## src/verilog/iagc_defines.svh

```systemverilog
`ifndef IAGC_DEFINES_SVH
`define IAGC_DEFINES_SVH

`default_nettype none

// sample width for both the reference and the error path.
`define IAGC_DATA_SIZE          16

`define IAGC_ADDR_SIZE          8
`define IAGC_MEM_DEPTH          256   // one word per address.
`define IAGC_ARG_SIZE           8

// settings loaded by reset.
`define IAGC_DEFAULT_MEM_SIZE   32
`define IAGC_DEFAULT_DEC        1

`define IAGC_END_HOLD           4     // cycles the sampler stays in END.

`default_nettype wire

`endif

```

## src/verilog/iagc_pkg.sv

```systemverilog
`default_nettype none

package iagc_pkg;

    // status codes follow the order used by the host software.
    typedef enum logic [3:0] {
        STATUS_RESET     = 4'd0,
        STATUS_INIT      = 4'd1,
        STATUS_IDLE      = 4'd2,
        STATUS_SAMPLE    = 4'd3,
        STATUS_CMD_PARSE = 4'd4,
        STATUS_CMD_READ  = 4'd5,
        STATUS_CMD_ERROR = 4'd6,
        STATUS_DUMP_REF  = 4'd7,
        STATUS_DUMP_ERR  = 4'd8,
        STATUS_CLEAN_MEM = 4'd9,
        STATUS_SET_MEM   = 4'd10,
        STATUS_SET_DEC   = 4'd11,
        STATUS_HALT      = 4'd12
    } iagc_status_e;

    typedef enum logic [1:0] {
        SMP_INIT  = 2'd0,
        SMP_WRITE = 2'd1,
        SMP_END   = 2'd2
    } sampler_state_e;

    typedef enum logic [3:0] {
        OP_SAMPLE    = 4'd1,
        OP_DUMP_REF  = 4'd2,
        OP_DUMP_ERR  = 4'd3,
        OP_CLEAN_MEM = 4'd4,
        OP_SET_MEM   = 4'd5,
        OP_SET_DEC   = 4'd6,
        OP_HALT      = 4'd7,
        OP_READ      = 4'd8
    } cmd_opcode_e;

endpackage

`default_nettype wire

```

## src/verilog/iagc_if.sv

```systemverilog
`timescale 1ns/1ns
`default_nettype none

`include "iagc_defines.svh"

// write path from the sampler into both buffers.
interface sample_bus_if;

    logic [`IAGC_ADDR_SIZE-1:0] addr;
    logic [`IAGC_DATA_SIZE-1:0] ref_data;
    logic [`IAGC_DATA_SIZE-1:0] err_data;
    logic                       write;    // one pair is stored per cycle with write high.

    modport sampler (
        output addr, ref_data, err_data, write
    );

    modport memory (
        input addr, ref_data, err_data, write
    );

endinterface


`default_nettype wire

```

## src/verilog/adc_sampler.sv

```systemverilog
`timescale 1ns/1ns
`default_nettype none

`include "iagc_defines.svh"

module adc_sampler import iagc_pkg::*; (
    input  wire                          i_clock,
    input  wire                          i_arst_n,
    input  wire iagc_status_e            i_iagc_status,
    input  wire [`IAGC_DATA_SIZE-1:0]    i_reference,
    input  wire [`IAGC_DATA_SIZE-1:0]    i_error,
    input  wire [`IAGC_ADDR_SIZE-1:0]    i_memory_size,
    input  wire                          i_sample,
    output logic                         o_end,
    sample_bus_if.sampler                bus
);

    sampler_state_e             state;
    sampler_state_e             state_nxt;
    logic [`IAGC_ADDR_SIZE-1:0] addr;
    logic [`IAGC_ADDR_SIZE-1:0] addr_nxt;
    logic [`IAGC_DATA_SIZE-1:0] ref_q;
    logic [`IAGC_DATA_SIZE-1:0] err_q;
    logic [3:0]                 end_count;
    logic                       write_q;
    logic                       first_write;
    logic                       accept;
    logic                       last;

    // a pulse arriving in the same cycle as the SAMPLE status is already taken in INIT.
    assign accept   = i_sample && ((state == SMP_WRITE) ||
                      ((state == SMP_INIT) && (i_iagc_status == STATUS_SAMPLE)));
    assign addr_nxt = first_write ? '0 : addr + 1'b1;
    assign last     = addr_nxt == i_memory_size - 1'b1;

    always_comb begin
        state_nxt = state;
        case (state)
            SMP_INIT: begin
                if (i_iagc_status == STATUS_SAMPLE) begin
                    state_nxt = (accept && last) ? SMP_END : SMP_WRITE;
                end
            end
            SMP_WRITE: if (accept && last) state_nxt = SMP_END;
            SMP_END:   if (end_count == 4'(`IAGC_END_HOLD - 1)) state_nxt = SMP_INIT;
            default:   state_nxt = SMP_INIT;
        endcase
    end

    always_ff @(posedge i_clock or negedge i_arst_n) begin
        if (!i_arst_n) begin
            state       <= SMP_INIT;
            addr        <= '0;
            first_write <= 1'b1;
            write_q     <= 1'b0;
            end_count   <= '0;
        end else if (i_iagc_status == STATUS_RESET) begin
            state       <= SMP_INIT;                        // controller restart.
            addr        <= '0;
            first_write <= 1'b1;
            write_q     <= 1'b0;
            end_count   <= '0;
        end else begin
            state   <= state_nxt;
            write_q <= accept;
            if (accept) begin
                addr        <= addr_nxt;
                first_write <= 1'b0;
            end
            if (state == SMP_END) begin
                // the last write leaves on the first END cycle, before addr clears.
                end_count   <= end_count + 1'b1;
                addr        <= '0;
                first_write <= 1'b1;
            end else begin
                end_count <= '0;
            end
        end
    end

    always_ff @(posedge i_clock) begin
        if (accept) begin
            ref_q <= i_reference;
            err_q <= i_error;
        end
    end

    assign bus.addr     = addr;
    assign bus.ref_data = ref_q;
    assign bus.err_data = err_q;
    assign bus.write    = write_q;
    assign o_end        = state == SMP_END;

endmodule

`default_nettype wire

```

## src/flat_wrapper.sv

```systemverilog
// flat-port wrapper written by rule: the top's interface ports become plain ports
module adc_sampler_flat import iagc_pkg::*;
  (i_clock, i_arst_n, i_iagc_status, i_reference, i_error, i_memory_size, i_sample, o_end, bus_addr, bus_ref_data, bus_err_data, bus_write);
  sample_bus_if bus_i ();
  input  wire i_clock;
  input  wire i_arst_n;
  input  wire iagc_status_e i_iagc_status;
  input  wire [`IAGC_DATA_SIZE-1:0] i_reference;
  input  wire [`IAGC_DATA_SIZE-1:0] i_error;
  input  wire [`IAGC_ADDR_SIZE-1:0] i_memory_size;
  input  wire i_sample;
  output logic o_end;
  output wire logic [$bits(bus_i.addr)-1:0] bus_addr;
  output wire logic [$bits(bus_i.ref_data)-1:0] bus_ref_data;
  output wire logic [$bits(bus_i.err_data)-1:0] bus_err_data;
  output wire logic [$bits(bus_i.write)-1:0] bus_write;
  assign bus_addr = bus_i.addr;
  assign bus_ref_data = bus_i.ref_data;
  assign bus_err_data = bus_i.err_data;
  assign bus_write = bus_i.write;
  adc_sampler u_core (.i_clock(i_clock), .i_arst_n(i_arst_n), .i_iagc_status(i_iagc_status), .i_reference(i_reference), .i_error(i_error), .i_memory_size(i_memory_size), .i_sample(i_sample), .o_end(o_end), .bus(bus_i));
endmodule
```

## config.mk

```make
export PLATFORM = sky130hd
export DESIGN_NAME = adc_sampler_flat
export DESIGN_NICKNAME = d
export VERILOG_FILES = /design/src/verilog/iagc_pkg.sv /design/src/verilog/iagc_if.sv /design/src/verilog/adc_sampler.sv /design/src/flat_wrapper.sv
export VERILOG_INCLUDE_DIRS = /design/src /design/src/verilog
export SDC_FILE = /design/constraint.sdc
export NUM_CORES = 1
export LEC_CHECK = 0
export BUFFER_PORTS_ARGS = -buffer_cell sky130_fd_sc_hd__buf_2
export CAP_MARGIN = 20
export CORE_ASPECT_RATIO = 0.9
export CORE_MARGIN = 1
export CORE_UTILIZATION = 47
export DETAILED_ROUTE_END_ITERATION = 10
export HOLD_SLACK_MARGIN = 0.06
export PLACE_DENSITY = 0.87
export REMOVE_ABC_BUFFERS = 1
export SYNTH_ARGS = -nofsm -noshare
export SYNTH_HDL_FRONTEND = slang
export SYNTH_SLANG_ARGS = --single-unit
```

## constraint.sdc

```tcl
create_clock -name i_clock -period 3.3 [get_ports i_clock]
set_input_delay 0 -clock i_clock [delete_from_list [all_inputs] [get_ports i_clock]]
set_output_delay 0 -clock i_clock [all_outputs]
set_load 0.01 [all_outputs]
```

==> results.cfg <==
[global_routing]
grt_pass1_wl_mm = 7.42
grt_pass1_vias = 1603
antenna_found_initial = 0
grt_start_max_net_pins = 36
grtUsageTotal_pct = 21.3
grt-ovfl-total = 0

[clock_tree]
cts-root-buf = clkbuf_8
clk_pin_slew_ns = 0.08
clock_path_buffers = 2
clk_latency_ns = 0.29
clock_sinks = 48
cts_made_buffers = 5
cts-resized-gates = 0
htreeDepth = 2
cts_tree = done

[synthesis]
synth-main-ff-cell = edfxtp_1
synth_edf_count = 32
synthArstFlopShare_pct = 33.3
synth-seq-cells = 48
ys_warn_count = 0
synth.avg_cell_area_um2 = 12.9
ys_types = 39
seq_area_frac_synth_pct = 65.6
synthCells = 161
syn_area_mm2 = 0.00208

[placed_design]
gp_congestion = 0.817
port-buffer-count = 88
hpwl_mm = 3.11

[timing]
rsz0062_at_grt = false
fin_crit_ns = 2.28
tightest_slew_ns = 0.909
max_freq_mhz = 439
max-slew-margin-rel_pct = 38.9
finalCritPeriodShare_pct = 69.0
finalSetupViolCount = 0
fin_worst_skew_ns = 0.00259
hold_viol_final = 0
final_max_slew_viol_count = 0
fin_setup_tns_ns = 0
hold_slack_ns = 0.0760

[worst_setup_path]
cp.required_ns = 3.45
end_kind = flop
ff2ff_setup_slack_ns = 1.02
critPathTopFamily = simple AND/OR/NAND/NOR gates
worstPathArrival_ns = 2.43
slowest_stage = dfrtp_1
cp-start-kind = flop
worst-path-buf-inv = 0
path_cells = ha_1 -> nand3_2 -> or3_4 -> and2_4 -> or4_1 -> o311ai_1 -> a221oi_1
crit_type = flop to flop
worstPathMaxFanout = 8
max_stage_delay_ns = 0.47

[floorplanning]
num_io_pins = 89
die_h_um = 65.0
row_count = 22
dieWidth_um = 72.1
start_util_pct = 49.9
coreArea_mm2 = 0.00416
dieArea_mm2 = 0.00469

[detailed_routing]
ant_nets = 0
wl_per_cell_um = 13.9
dr.first_iter.drc_count = 90
dr.pass1.iters = 4
vias_per_cell = 5.03
wl_mm = 4.89
drcViolationCount = 0
vias = 1772

[final_layout]
fill_cells = 276
n_antenna_cell = 0
area_growth_pct = 48.4
drive_gt1_share_pct = 34.9
final_common_cell = buf_2
layout_common_cells = buf_2, dlygate4sd3_1, edfxtp_1
nNetsFinal = 341

[job]
cap_violations = 0

[power]
power_density_mw_per_mm2 = 482
irDropWorstVdd_v = 0.000235
power.leakage_nw = 1.34

[worst_hold_path]
hold_path.class = input port to flop

[run_status]
status = completed
[routing by layer]
layer	vias to the layer above	part of all wire (%)	track usage, %
met5	-	0	0
met4	0	1.6	7.84
met3	8	7.4	4.67
met2	103	49	37.5
met1	795	42	25.5
li1	866	-	-
[worst paths after layout]
path | start | cells past startpoint | to
hold reg to reg | u_core.end_count[0] | 1 | u_core.end_count[0]
hold / removal | i_iagc_status[3] | 3 | u_core.first_write
setup reg to reg | u_core.bus.addr[0] | 7 | u_core.state[0]
setup / recovery | u_core.bus.addr[0] | 7 | u_core.state[0]
max in group asynchronous | i_arst_n | 2 | u_core.first_write
min in group asynchronous | i_arst_n | 2 | u_core.end_count[0]
[Yosys cell counts, types with 3 or more instances]
cell type	n	area share, %
edfxtp_1	32	46
nor2_1	16	2.9
dfrtp_1	15	18
o21ai_0	11	2.7
xnor2_1	11	4.6
nand2_1	8	1.4
a21oi_1	6	1.4
inv_1	6	1.1
xor2_1	6	2.5
nor2b_1	4	1.2
ha_1	3	1.8
nand2b_1	3	0.90
nand3_1	3	0.72
nor3_1	3	0.72
nor4_1	3	0.90
[flip-flops by register name, summed over array words and instances, names as in the netlist]
signal and flops:
u_core.bus.ref_data 16, u_core.bus.addr 8, u_core.bus.write 1, u_core.bus.err_data 16
u_core.end_count 4, u_core.first_write 1, u_core.state 2
[cell type report]
class                      count  area, µm²  share of cell area, %
inverter                       6       22.5                  0.731
sequential                    48       1360                   44.2
clock inverter                 2       60.1                   1.95
clock buffer                   6       72.6                   2.36
multi-input combinational    106        689                   22.4
timing repair buffer         124        798                   25.9
tap                           60       75.1                   2.44
[tightest hold or removal path, stage by stage]
cell     delay [ns]
buf_2          0.11
or4_1          0.16
o21ai_0        0.09
[cells by family after synthesis]
logic type	Yosys count	share of synthesized area (%)
and+or+nand+nor	54	14.0
DFF	48	65.6
AOI/OAI and AO/OA	32	10.1
xor gates and xnor gates	17	7.17
buffers and inverters	7	1.27
adders and majority gates	3	1.81
[stage by stage]
step                      cells  cell area, µm²  util, %  setup WS (ns)  power [mW]
final                       352            3080     74.1           1.02        1.49
after global routing        352            3080     74.1          0.924        1.55
after CTS                   352            3080     74.1           1.05        1.49
after detailed placement    309            2600     62.5           1.06       0.983
after global placement      309            2600     62.5           1.16       0.974
after floorplan             160            2070        -          0.410       0.879
[power by group]
| part | internal (mW) | switching (mW) | leakage [nW] |
|---|---|---|---|
| Clock | 0.303 | 0.178 | 0.0654 |
| Combinational | 0.133 | 0.140 | 0.756 |
| Sequential | 0.699 | 0.0329 | 0.520 |
[repair_timing]
item,CTS,global route
endpoints found under the hold margin,50,0
setup buffers,0,0
hold buffers,35,0
(Power assumes the default switching activity.)
