File: src/verilog/iagc_defines.svh
`ifndef IAGC_DEFINES_SVH
`define IAGC_DEFINES_SVH

`default_nettype none

// sample width for both the reference and the error path.
`define IAGC_DATA_SIZE          16

`define IAGC_ADDR_SIZE          8
`define IAGC_MEM_DEPTH          256   // one word per address.
`define IAGC_ARG_SIZE           8

// settings loaded by reset.
`define IAGC_DEFAULT_MEM_SIZE   32
`define IAGC_DEFAULT_DEC        1

`define IAGC_END_HOLD           4     // cycles the sampler stays in END.

`default_nettype wire

`endif

File: src/verilog/iagc_pkg.sv
`default_nettype none

package iagc_pkg;

    // status codes follow the order used by the host software.
    typedef enum logic [3:0] {
        STATUS_RESET     = 4'd0,
        STATUS_INIT      = 4'd1,
        STATUS_IDLE      = 4'd2,
        STATUS_SAMPLE    = 4'd3,
        STATUS_CMD_PARSE = 4'd4,
        STATUS_CMD_READ  = 4'd5,
        STATUS_CMD_ERROR = 4'd6,
        STATUS_DUMP_REF  = 4'd7,
        STATUS_DUMP_ERR  = 4'd8,
        STATUS_CLEAN_MEM = 4'd9,
        STATUS_SET_MEM   = 4'd10,
        STATUS_SET_DEC   = 4'd11,
        STATUS_HALT      = 4'd12
    } iagc_status_e;

    typedef enum logic [1:0] {
        SMP_INIT  = 2'd0,
        SMP_WRITE = 2'd1,
        SMP_END   = 2'd2
    } sampler_state_e;

    typedef enum logic [3:0] {
        OP_SAMPLE    = 4'd1,
        OP_DUMP_REF  = 4'd2,
        OP_DUMP_ERR  = 4'd3,
        OP_CLEAN_MEM = 4'd4,
        OP_SET_MEM   = 4'd5,
        OP_SET_DEC   = 4'd6,
        OP_HALT      = 4'd7,
        OP_READ      = 4'd8
    } cmd_opcode_e;

endpackage

`default_nettype wire

File: src/verilog/iagc_if.sv
`timescale 1ns/1ns
`default_nettype none

`include "iagc_defines.svh"


// readout and clear path between the controller and the memory.
interface mem_ctrl_if;

    logic [`IAGC_ADDR_SIZE-1:0] rd_addr;
    logic                       rd_en;
    logic                       clear;
    logic [`IAGC_DATA_SIZE-1:0] rd_ref;   // valid one cycle after rd_en.
    logic [`IAGC_DATA_SIZE-1:0] rd_err;

    modport controller (
        output rd_addr, rd_en, clear,
        input  rd_ref, rd_err
    );

    modport memory (
        input  rd_addr, rd_en, clear,
        output rd_ref, rd_err
    );

endinterface

`default_nettype wire

File: src/verilog/iagc_control.sv
`timescale 1ns/1ns
`default_nettype none

`include "iagc_defines.svh"

module iagc_control import iagc_pkg::*; (
    input  wire                          i_clock,
    input  wire                          i_arst_n,
    input  wire                          i_cmd_valid,
    input  wire cmd_opcode_e             i_cmd_opcode,
    input  wire [`IAGC_ARG_SIZE-1:0]     i_cmd_arg,
    input  wire                          i_adc_strobe,
    input  wire                          i_sampler_end,
    output iagc_status_e                 o_status,
    output logic                         o_sample,
    output logic [`IAGC_ADDR_SIZE-1:0]   o_memory_size,
    output logic                         o_busy,
    output logic                         o_cmd_error,
    output logic                         o_sample_done,
    output logic                         o_dump_valid,
    output logic [`IAGC_DATA_SIZE-1:0]   o_dump_data,
    mem_ctrl_if.controller               mem
);

    iagc_status_e               state;
    iagc_status_e               state_nxt;
    cmd_opcode_e                op_q;
    logic [`IAGC_ARG_SIZE-1:0]  arg_q;
    logic [`IAGC_ADDR_SIZE-1:0] memory_size;
    logic [`IAGC_ARG_SIZE-1:0]  dec_factor;
    logic [`IAGC_ARG_SIZE-1:0]  dec_cnt;
    logic [`IAGC_ADDR_SIZE:0]   seq_cnt;      // one bit wider so a full dump can be counted.
    logic                       dump_valid_q;
    logic                       dump_sel_q;
    logic                       end_q;
    logic                       dec_hit;
    logic                       sample_done;
    logic                       is_dump;

    assign is_dump     = (state == STATUS_DUMP_REF) || (state == STATUS_DUMP_ERR);
    assign dec_hit     = dec_cnt == dec_factor - 1'b1;
    // only the rising edge of the sampler end counts. The rest of the END hold is ignored.
    assign sample_done = (state == STATUS_SAMPLE) && i_sampler_end && !end_q;

    always_comb begin
        state_nxt = state;
        case (state)
            STATUS_RESET:     state_nxt = STATUS_INIT;
            STATUS_INIT:      state_nxt = STATUS_IDLE;
            STATUS_IDLE:      if (i_cmd_valid) state_nxt = STATUS_CMD_PARSE;
            STATUS_CMD_PARSE: begin
                case (op_q)
                    OP_SAMPLE:    state_nxt = STATUS_SAMPLE;
                    OP_DUMP_REF:  state_nxt = STATUS_DUMP_REF;
                    OP_DUMP_ERR:  state_nxt = STATUS_DUMP_ERR;
                    OP_CLEAN_MEM: state_nxt = STATUS_CLEAN_MEM;
                    OP_SET_MEM:   state_nxt = (arg_q == '0) ? STATUS_CMD_ERROR : STATUS_SET_MEM;
                    OP_SET_DEC:   state_nxt = (arg_q == '0) ? STATUS_CMD_ERROR : STATUS_SET_DEC;
                    OP_HALT:      state_nxt = STATUS_HALT;
                    OP_READ:      state_nxt = STATUS_CMD_READ;
                    default:      state_nxt = STATUS_CMD_ERROR;
                endcase
            end
            STATUS_SAMPLE:    if (sample_done) state_nxt = STATUS_IDLE;
            // one extra cycle lets the last read word leave while still in the dump state.
            STATUS_DUMP_REF,
            STATUS_DUMP_ERR:  if (seq_cnt == {1'b0, memory_size}) state_nxt = STATUS_IDLE;
            STATUS_CLEAN_MEM: if (seq_cnt[`IAGC_ADDR_SIZE-1:0] == '1) state_nxt = STATUS_IDLE;
            STATUS_HALT:      state_nxt = STATUS_HALT;
            default:          state_nxt = STATUS_IDLE;
        endcase
    end

    always_ff @(posedge i_clock or negedge i_arst_n) begin
        if (!i_arst_n) begin
            state        <= STATUS_RESET;
            memory_size  <= `IAGC_ADDR_SIZE'(`IAGC_DEFAULT_MEM_SIZE);
            dec_factor   <= `IAGC_ARG_SIZE'(`IAGC_DEFAULT_DEC);
            dec_cnt      <= '0;
            seq_cnt      <= '0;
            dump_valid_q <= 1'b0;
            dump_sel_q   <= 1'b0;
            end_q        <= 1'b0;
        end else begin
            state        <= state_nxt;
            end_q        <= i_sampler_end;
            dump_valid_q <= mem.rd_en;                       // matches the memory read latency.
            dump_sel_q   <= state == STATUS_DUMP_ERR;
            if (state == STATUS_SET_MEM) memory_size <= arg_q;
            if (state == STATUS_SET_DEC) dec_factor <= arg_q;
            if (state != STATUS_SAMPLE) begin
                dec_cnt <= '0;
            end else if (i_adc_strobe && !i_sampler_end) begin
                dec_cnt <= dec_hit ? '0 : dec_cnt + 1'b1;
            end
            if (is_dump || (state == STATUS_CLEAN_MEM)) seq_cnt <= seq_cnt + 1'b1;
            else seq_cnt <= '0;
        end
    end

    always_ff @(posedge i_clock) begin
        if ((state == STATUS_IDLE) && i_cmd_valid) begin
            op_q  <= i_cmd_opcode;
            arg_q <= i_cmd_arg;
        end
    end

    assign mem.rd_addr = seq_cnt[`IAGC_ADDR_SIZE-1:0];
    assign mem.rd_en   = is_dump && (seq_cnt < {1'b0, memory_size});
    assign mem.clear   = state == STATUS_CLEAN_MEM;

    assign o_status      = state;
    assign o_busy        = state != STATUS_IDLE;
    assign o_cmd_error   = state == STATUS_CMD_ERROR;
    assign o_sample      = (state == STATUS_SAMPLE) && i_adc_strobe && !i_sampler_end && dec_hit;
    assign o_sample_done = sample_done;
    assign o_memory_size = memory_size;
    assign o_dump_valid  = dump_valid_q;
    assign o_dump_data   = dump_sel_q ? mem.rd_err : mem.rd_ref;

endmodule

`default_nettype wire

File: src/flat_wrapper.sv
// flat-port wrapper written by rule: the top's interface ports become plain ports
module iagc_control_flat import iagc_pkg::*;
  (i_clock, i_arst_n, i_cmd_valid, i_cmd_opcode, i_cmd_arg, i_adc_strobe, i_sampler_end, o_status, o_sample, o_memory_size, o_busy, o_cmd_error, o_sample_done, o_dump_valid, o_dump_data, mem_rd_addr, mem_rd_en, mem_clear, mem_rd_ref, mem_rd_err);
  mem_ctrl_if mem_i ();
  input  wire i_clock;
  input  wire i_arst_n;
  input  wire i_cmd_valid;
  input  wire cmd_opcode_e i_cmd_opcode;
  input  wire [`IAGC_ARG_SIZE-1:0] i_cmd_arg;
  input  wire i_adc_strobe;
  input  wire i_sampler_end;
  output iagc_status_e o_status;
  output logic o_sample;
  output logic [`IAGC_ADDR_SIZE-1:0] o_memory_size;
  output logic o_busy;
  output logic o_cmd_error;
  output logic o_sample_done;
  output logic o_dump_valid;
  output logic [`IAGC_DATA_SIZE-1:0] o_dump_data;
  output wire logic [$bits(mem_i.rd_addr)-1:0] mem_rd_addr;
  output wire logic [$bits(mem_i.rd_en)-1:0] mem_rd_en;
  output wire logic [$bits(mem_i.clear)-1:0] mem_clear;
  input wire logic [$bits(mem_i.rd_ref)-1:0] mem_rd_ref;
  input wire logic [$bits(mem_i.rd_err)-1:0] mem_rd_err;
  assign mem_rd_addr = mem_i.rd_addr;
  assign mem_rd_en = mem_i.rd_en;
  assign mem_clear = mem_i.clear;
  assign mem_i.rd_ref = mem_rd_ref;
  assign mem_i.rd_err = mem_rd_err;
  iagc_control u_core (.i_clock(i_clock), .i_arst_n(i_arst_n), .i_cmd_valid(i_cmd_valid), .i_cmd_opcode(i_cmd_opcode), .i_cmd_arg(i_cmd_arg), .i_adc_strobe(i_adc_strobe), .i_sampler_end(i_sampler_end), .o_status(o_status), .o_sample(o_sample), .o_memory_size(o_memory_size), .o_busy(o_busy), .o_cmd_error(o_cmd_error), .o_sample_done(o_sample_done), .o_dump_valid(o_dump_valid), .o_dump_data(o_dump_data), .mem(mem_i));
endmodule
File: config.mk
export PLATFORM = sky130hd
export DESIGN_NAME = iagc_control_flat
export DESIGN_NICKNAME = d
export VERILOG_FILES = /design/src/verilog/iagc_pkg.sv /design/src/verilog/iagc_if.sv /design/src/verilog/iagc_control.sv /design/src/flat_wrapper.sv
export VERILOG_INCLUDE_DIRS = /design/src /design/src/verilog
export SDC_FILE = /design/constraint.sdc
export NUM_CORES = 1
export LEC_CHECK = 0
export BUFFER_PORTS_ARGS = -buffer_cell sky130_fd_sc_hd__buf_2
export CORE_MARGIN = 10
export CORE_UTILIZATION = 56
export CTS_BUF_LIST = sky130_fd_sc_hd__clkbuf_16
export DETAILED_ROUTE_END_ITERATION = 12
export GPL_TIMING_DRIVEN = 0
export PLACE_DENSITY = 0.86
export SKIP_CTS_REPAIR_TIMING = 1
export SKIP_LAST_GASP = 1
export SLEW_MARGIN = 30
export SYNTH_ARGS = -nofsm -noshare
export SYNTH_HDL_FRONTEND = slang
export SYNTH_SLANG_ARGS = --single-unit
File: constraint.sdc
create_clock -name i_clock -period 4.2 [get_ports i_clock]
set_clock_uncertainty 0.1 [all_clocks]
set_input_delay 0.42 -clock i_clock [delete_from_list [all_inputs] [get_ports i_clock]]
set_output_delay 0.42 -clock i_clock [all_outputs]
set_load 0.03 [all_outputs]
==> results.cfg <==
[outcome]
status = finished, violations left
violations_in_the_final_reports = negative hold slack

[timing]
finalWorstPathRequiredPeriod_ns = 3.19
period_share = 0.760
clock.fmax_mhz = 313
max-slew-margin-rel = 0.495
final-setup-viol-count = 0
fin_setup_tns_ns = 0
worst-slew-pin-transition_ns = 0.750
rsz0062_at_grt = no
slew_violations = 0
timing.hold.ws_ns = -0.00791
final-hold-violation-count = 3

[worst_setup_path]
cp_slowest_stage_delay_ns = 0.61
cp_max_fo = 10
worst_ep_arrival_time_ns = 2.67
slowest_stage = sky130_fd_sc_hd__dfstp_2
r2r_cells = 8
ff2ff_setup_slack_ns = 1.61
timing.critical_path.to = o_sample
timing.critical_path.required_ns = 3.68
cpLargestDelayFamily = compound AO/OA/AOI/OAI gates
type_of_element_capturing_the_critical_path = output pin
timing.critical_path.from_type = register
worstPathBufferInverterCount = 2
worstReg2RegEnd = u_core.dec_cnt[2]
worstSetupStartpoint = u_core.dec_factor[0]
critical_path_cell_count = 8
regToRegStartpoint = u_core.dec_factor[0]
path_cells = inv_1, ha_1, or3b_4, o31a_2, o2111ai_2, a311oi_4, and2_2, buf_2
worst-setup-path-type = register to output pin

[job]
timing.max_cap.violations = 0

[placed_design]
dp_hpwl_um = 5850
placed_cell_area_sq_mm = 0.00357
gp_congestion = 0.905
portBuffers = 91

[cells_and_area]
drive_gt1_frac = 0.366
number_of_nets_at_the_end_of_the_flow = 452
num_antenna_cells = 0
filler_cell_count = 367
final_area_sq_mm = 0.00372
area_used_by_multi_input_combinational_logic_sq_mm = 0.00150
post-route-util = 0.719
flow.area_growth_from_synthesis_pct = 22.9
layout.area.seq_sq_mm = 0.00136

[drt]
first_iter_violations = 136
routed_wire_length_per_instance_um = 16.1
detail-route-antenna-nets = 0
post-route-drc-count = 0
finalWirelength_um = 7450
firstDrtPassIters = 5
vias = 2549
via_per_inst = 5.51

[min_path]
min_path_type = input port to asynchronous set/reset pin

[synthesis]
post-synth-top-count-cell = sky130_fd_sc_hd__dfrtp_1
syn_nets = 354
ys_ff_latch = 52
synth_enable_flop_cells = 12
ys_seq_area_frac = 0.451
yosys-mux-area-fraction = 0.0931
ys_top_cells_by_count = 38 x sky130_fd_sc_hd__dfrtp_1, 25 x sky130_fd_sc_hd__mux2_2, 22 x sky130_fd_sc_hd__nor2_1
synth_largest_area_cell = sky130_fd_sc_hd__dfrtp_1
netlist_area_sq_mm = 0.00303
synth_flop_cell = sky130_fd_sc_hd__dfrtp_1
netlist_top_cells_area = sky130_fd_sc_hd__dfrtp_1 31%, sky130_fd_sc_hd__edfxtp_1 12%, sky130_fd_sc_hd__mux2_2 9.3%
synthCells = 294
synth_top_area_frac = 0.314
postSynth.asyncResetShare = 0.769
xor_xnor_fraction_of_synth_area = 0.0434
synth-compound-area-share = 0.134
post_synth.cell_area_avg_sq_um = 10.3
yosys.area_share.adder = 0.0455
synth_top_family_by_area = simple AND/OR/NAND/NOR gates
yosys_warnings = 0
synth_cell_type_count = 53
post_synth_and_or_nand_nor_area_fraction = 0.177

[pwr]
power_density_mw_per_mm2 = 565
max_ir_drop_vdd_mv = 0.313
power.leakage_nw = 1.75

[clocking]
cts.sink_count = 52
root_buffer = sky130_fd_sc_hd__clkbuf_16
clk_latency_ns = 0.29
cts_inserted_buffers = 5
tritoncts = built
path_clk_slew_ns = 0.07
h-tree-depth = 2
clockBufferDepth = 2

[floorplanning]
die_width_um = 93.5
coreArea_sq_mm = 0.00517
start_util = 0.585
floorplan.io_pins = 92
row_count = 26
die_area_sq_mm = 0.00874
die_y_um = 93.5

[grt]
global_route.overflow_total = 0
first_global_vias = 2522
grt_pass1_wl_um = 12100
grt_max_degree = 41
track_usage = 0.168
antenna_violations_before_repair = 0
[layer usage]
layer / global-route usage / share of wire / wire [um]
met1: 0.198 / 0.44 / 3260
met3: 0.0719 / 0.10 / 756
met5: 0 / 0 / 0
met4: 0.0308 / 0.0040 / 30
met2: 0.280 / 0.46 / 3400
[worst min-delay path by stage]
stage | to | slack (ns)
floorplan | u_core.dec_cnt[0] | 0.02
global placement | u_core.o_memory_size[6] | 0.40
detailed placement | u_core.o_memory_size[3] | 0.41
CTS | u_core.end_q | 0.16
global route | u_core.seq_cnt[7] | 0.04
finish | u_core.seq_cnt[7] | -0.008
[cells by family after synthesis]
family	count (synthesis)
and+or+nand+nor	100
AOI/OAI and AO/OA	54
DFF	52
buffers and inverters	37
muxes	25
xor gates and xnor gates	15
adders and majority gates	11
[flip-flops by register name, summed over array words and instances (netlist names)]
| name | cells |
|---|---|
| u_core.arg_q | 8 |
| u_core.dec_cnt | 8 |
| u_core.dec_factor | 8 |
| u_core.dump_sel_q | 1 |
| u_core.end_q | 1 |
| u_core.o_dump_valid | 1 |
| u_core.o_memory_size | 8 |
| u_core.o_status | 4 |
| u_core.op_q | 4 |
| u_core.seq_cnt | 9 |
[cell usage in the layout (no fill, tap or decap), drive strengths merged, types with 2 or more instances in the layout]
cell type   n
nand2b      7
a311oi      2
clkbuf     15
a211oi      4
edfxtp     12
nor2b       3
o21a        2
dfrtp      38
o211ai      2
nor4b       2
nand4       3
o31ai       2
dfstp       2
and2        3
nor2       22
o21ai      10
o311ai      2
xnor2       8
a31oi       2
a21oi       6
nand3      12
nand2      21
xor2        7
nor4        4
a2111oi     2
nor3       10
or3         5
a21o        8
a211o       2
and3        3
inv        20
or2         2
mux2       25
buf        99
ha         11
[area by class of cell]
type                       count  share of cell area
tap                           70              0.0236
timing repair buffer          91               0.123
inverter                      19              0.0192
buffer                        18              0.0262
sequential                    52               0.367
multi-input combinational    205               0.403
clock inverter                 3             0.00404
clock buffer                   5              0.0336
[metrics by stage]
step / setup slack, ns / cells / hold WS (ns) / total power [W]
after floorplan: 1.61 / 294 / 0.0244 / 0.00146
after global placement: 1.35 / 455 / 0.403 / 0.00168
after detailed placement: 1.33 / 455 / 0.411 / 0.00171
after CTS: 0.993 / 463 / 0.159 / 0.00211
after global routing: 0.812 / 463 / 0.0382 / 0.00223
final: 1.01 / 463 / -0.00791 / 0.00210
[power breakdown]
group	switching, W	internal [W]
clock network	0.000177	0.000217
logic	0.000579	0.000351
registers	0.000125	0.000652
total	0.000881	0.00122
Power figures use the tool's default switching activity.
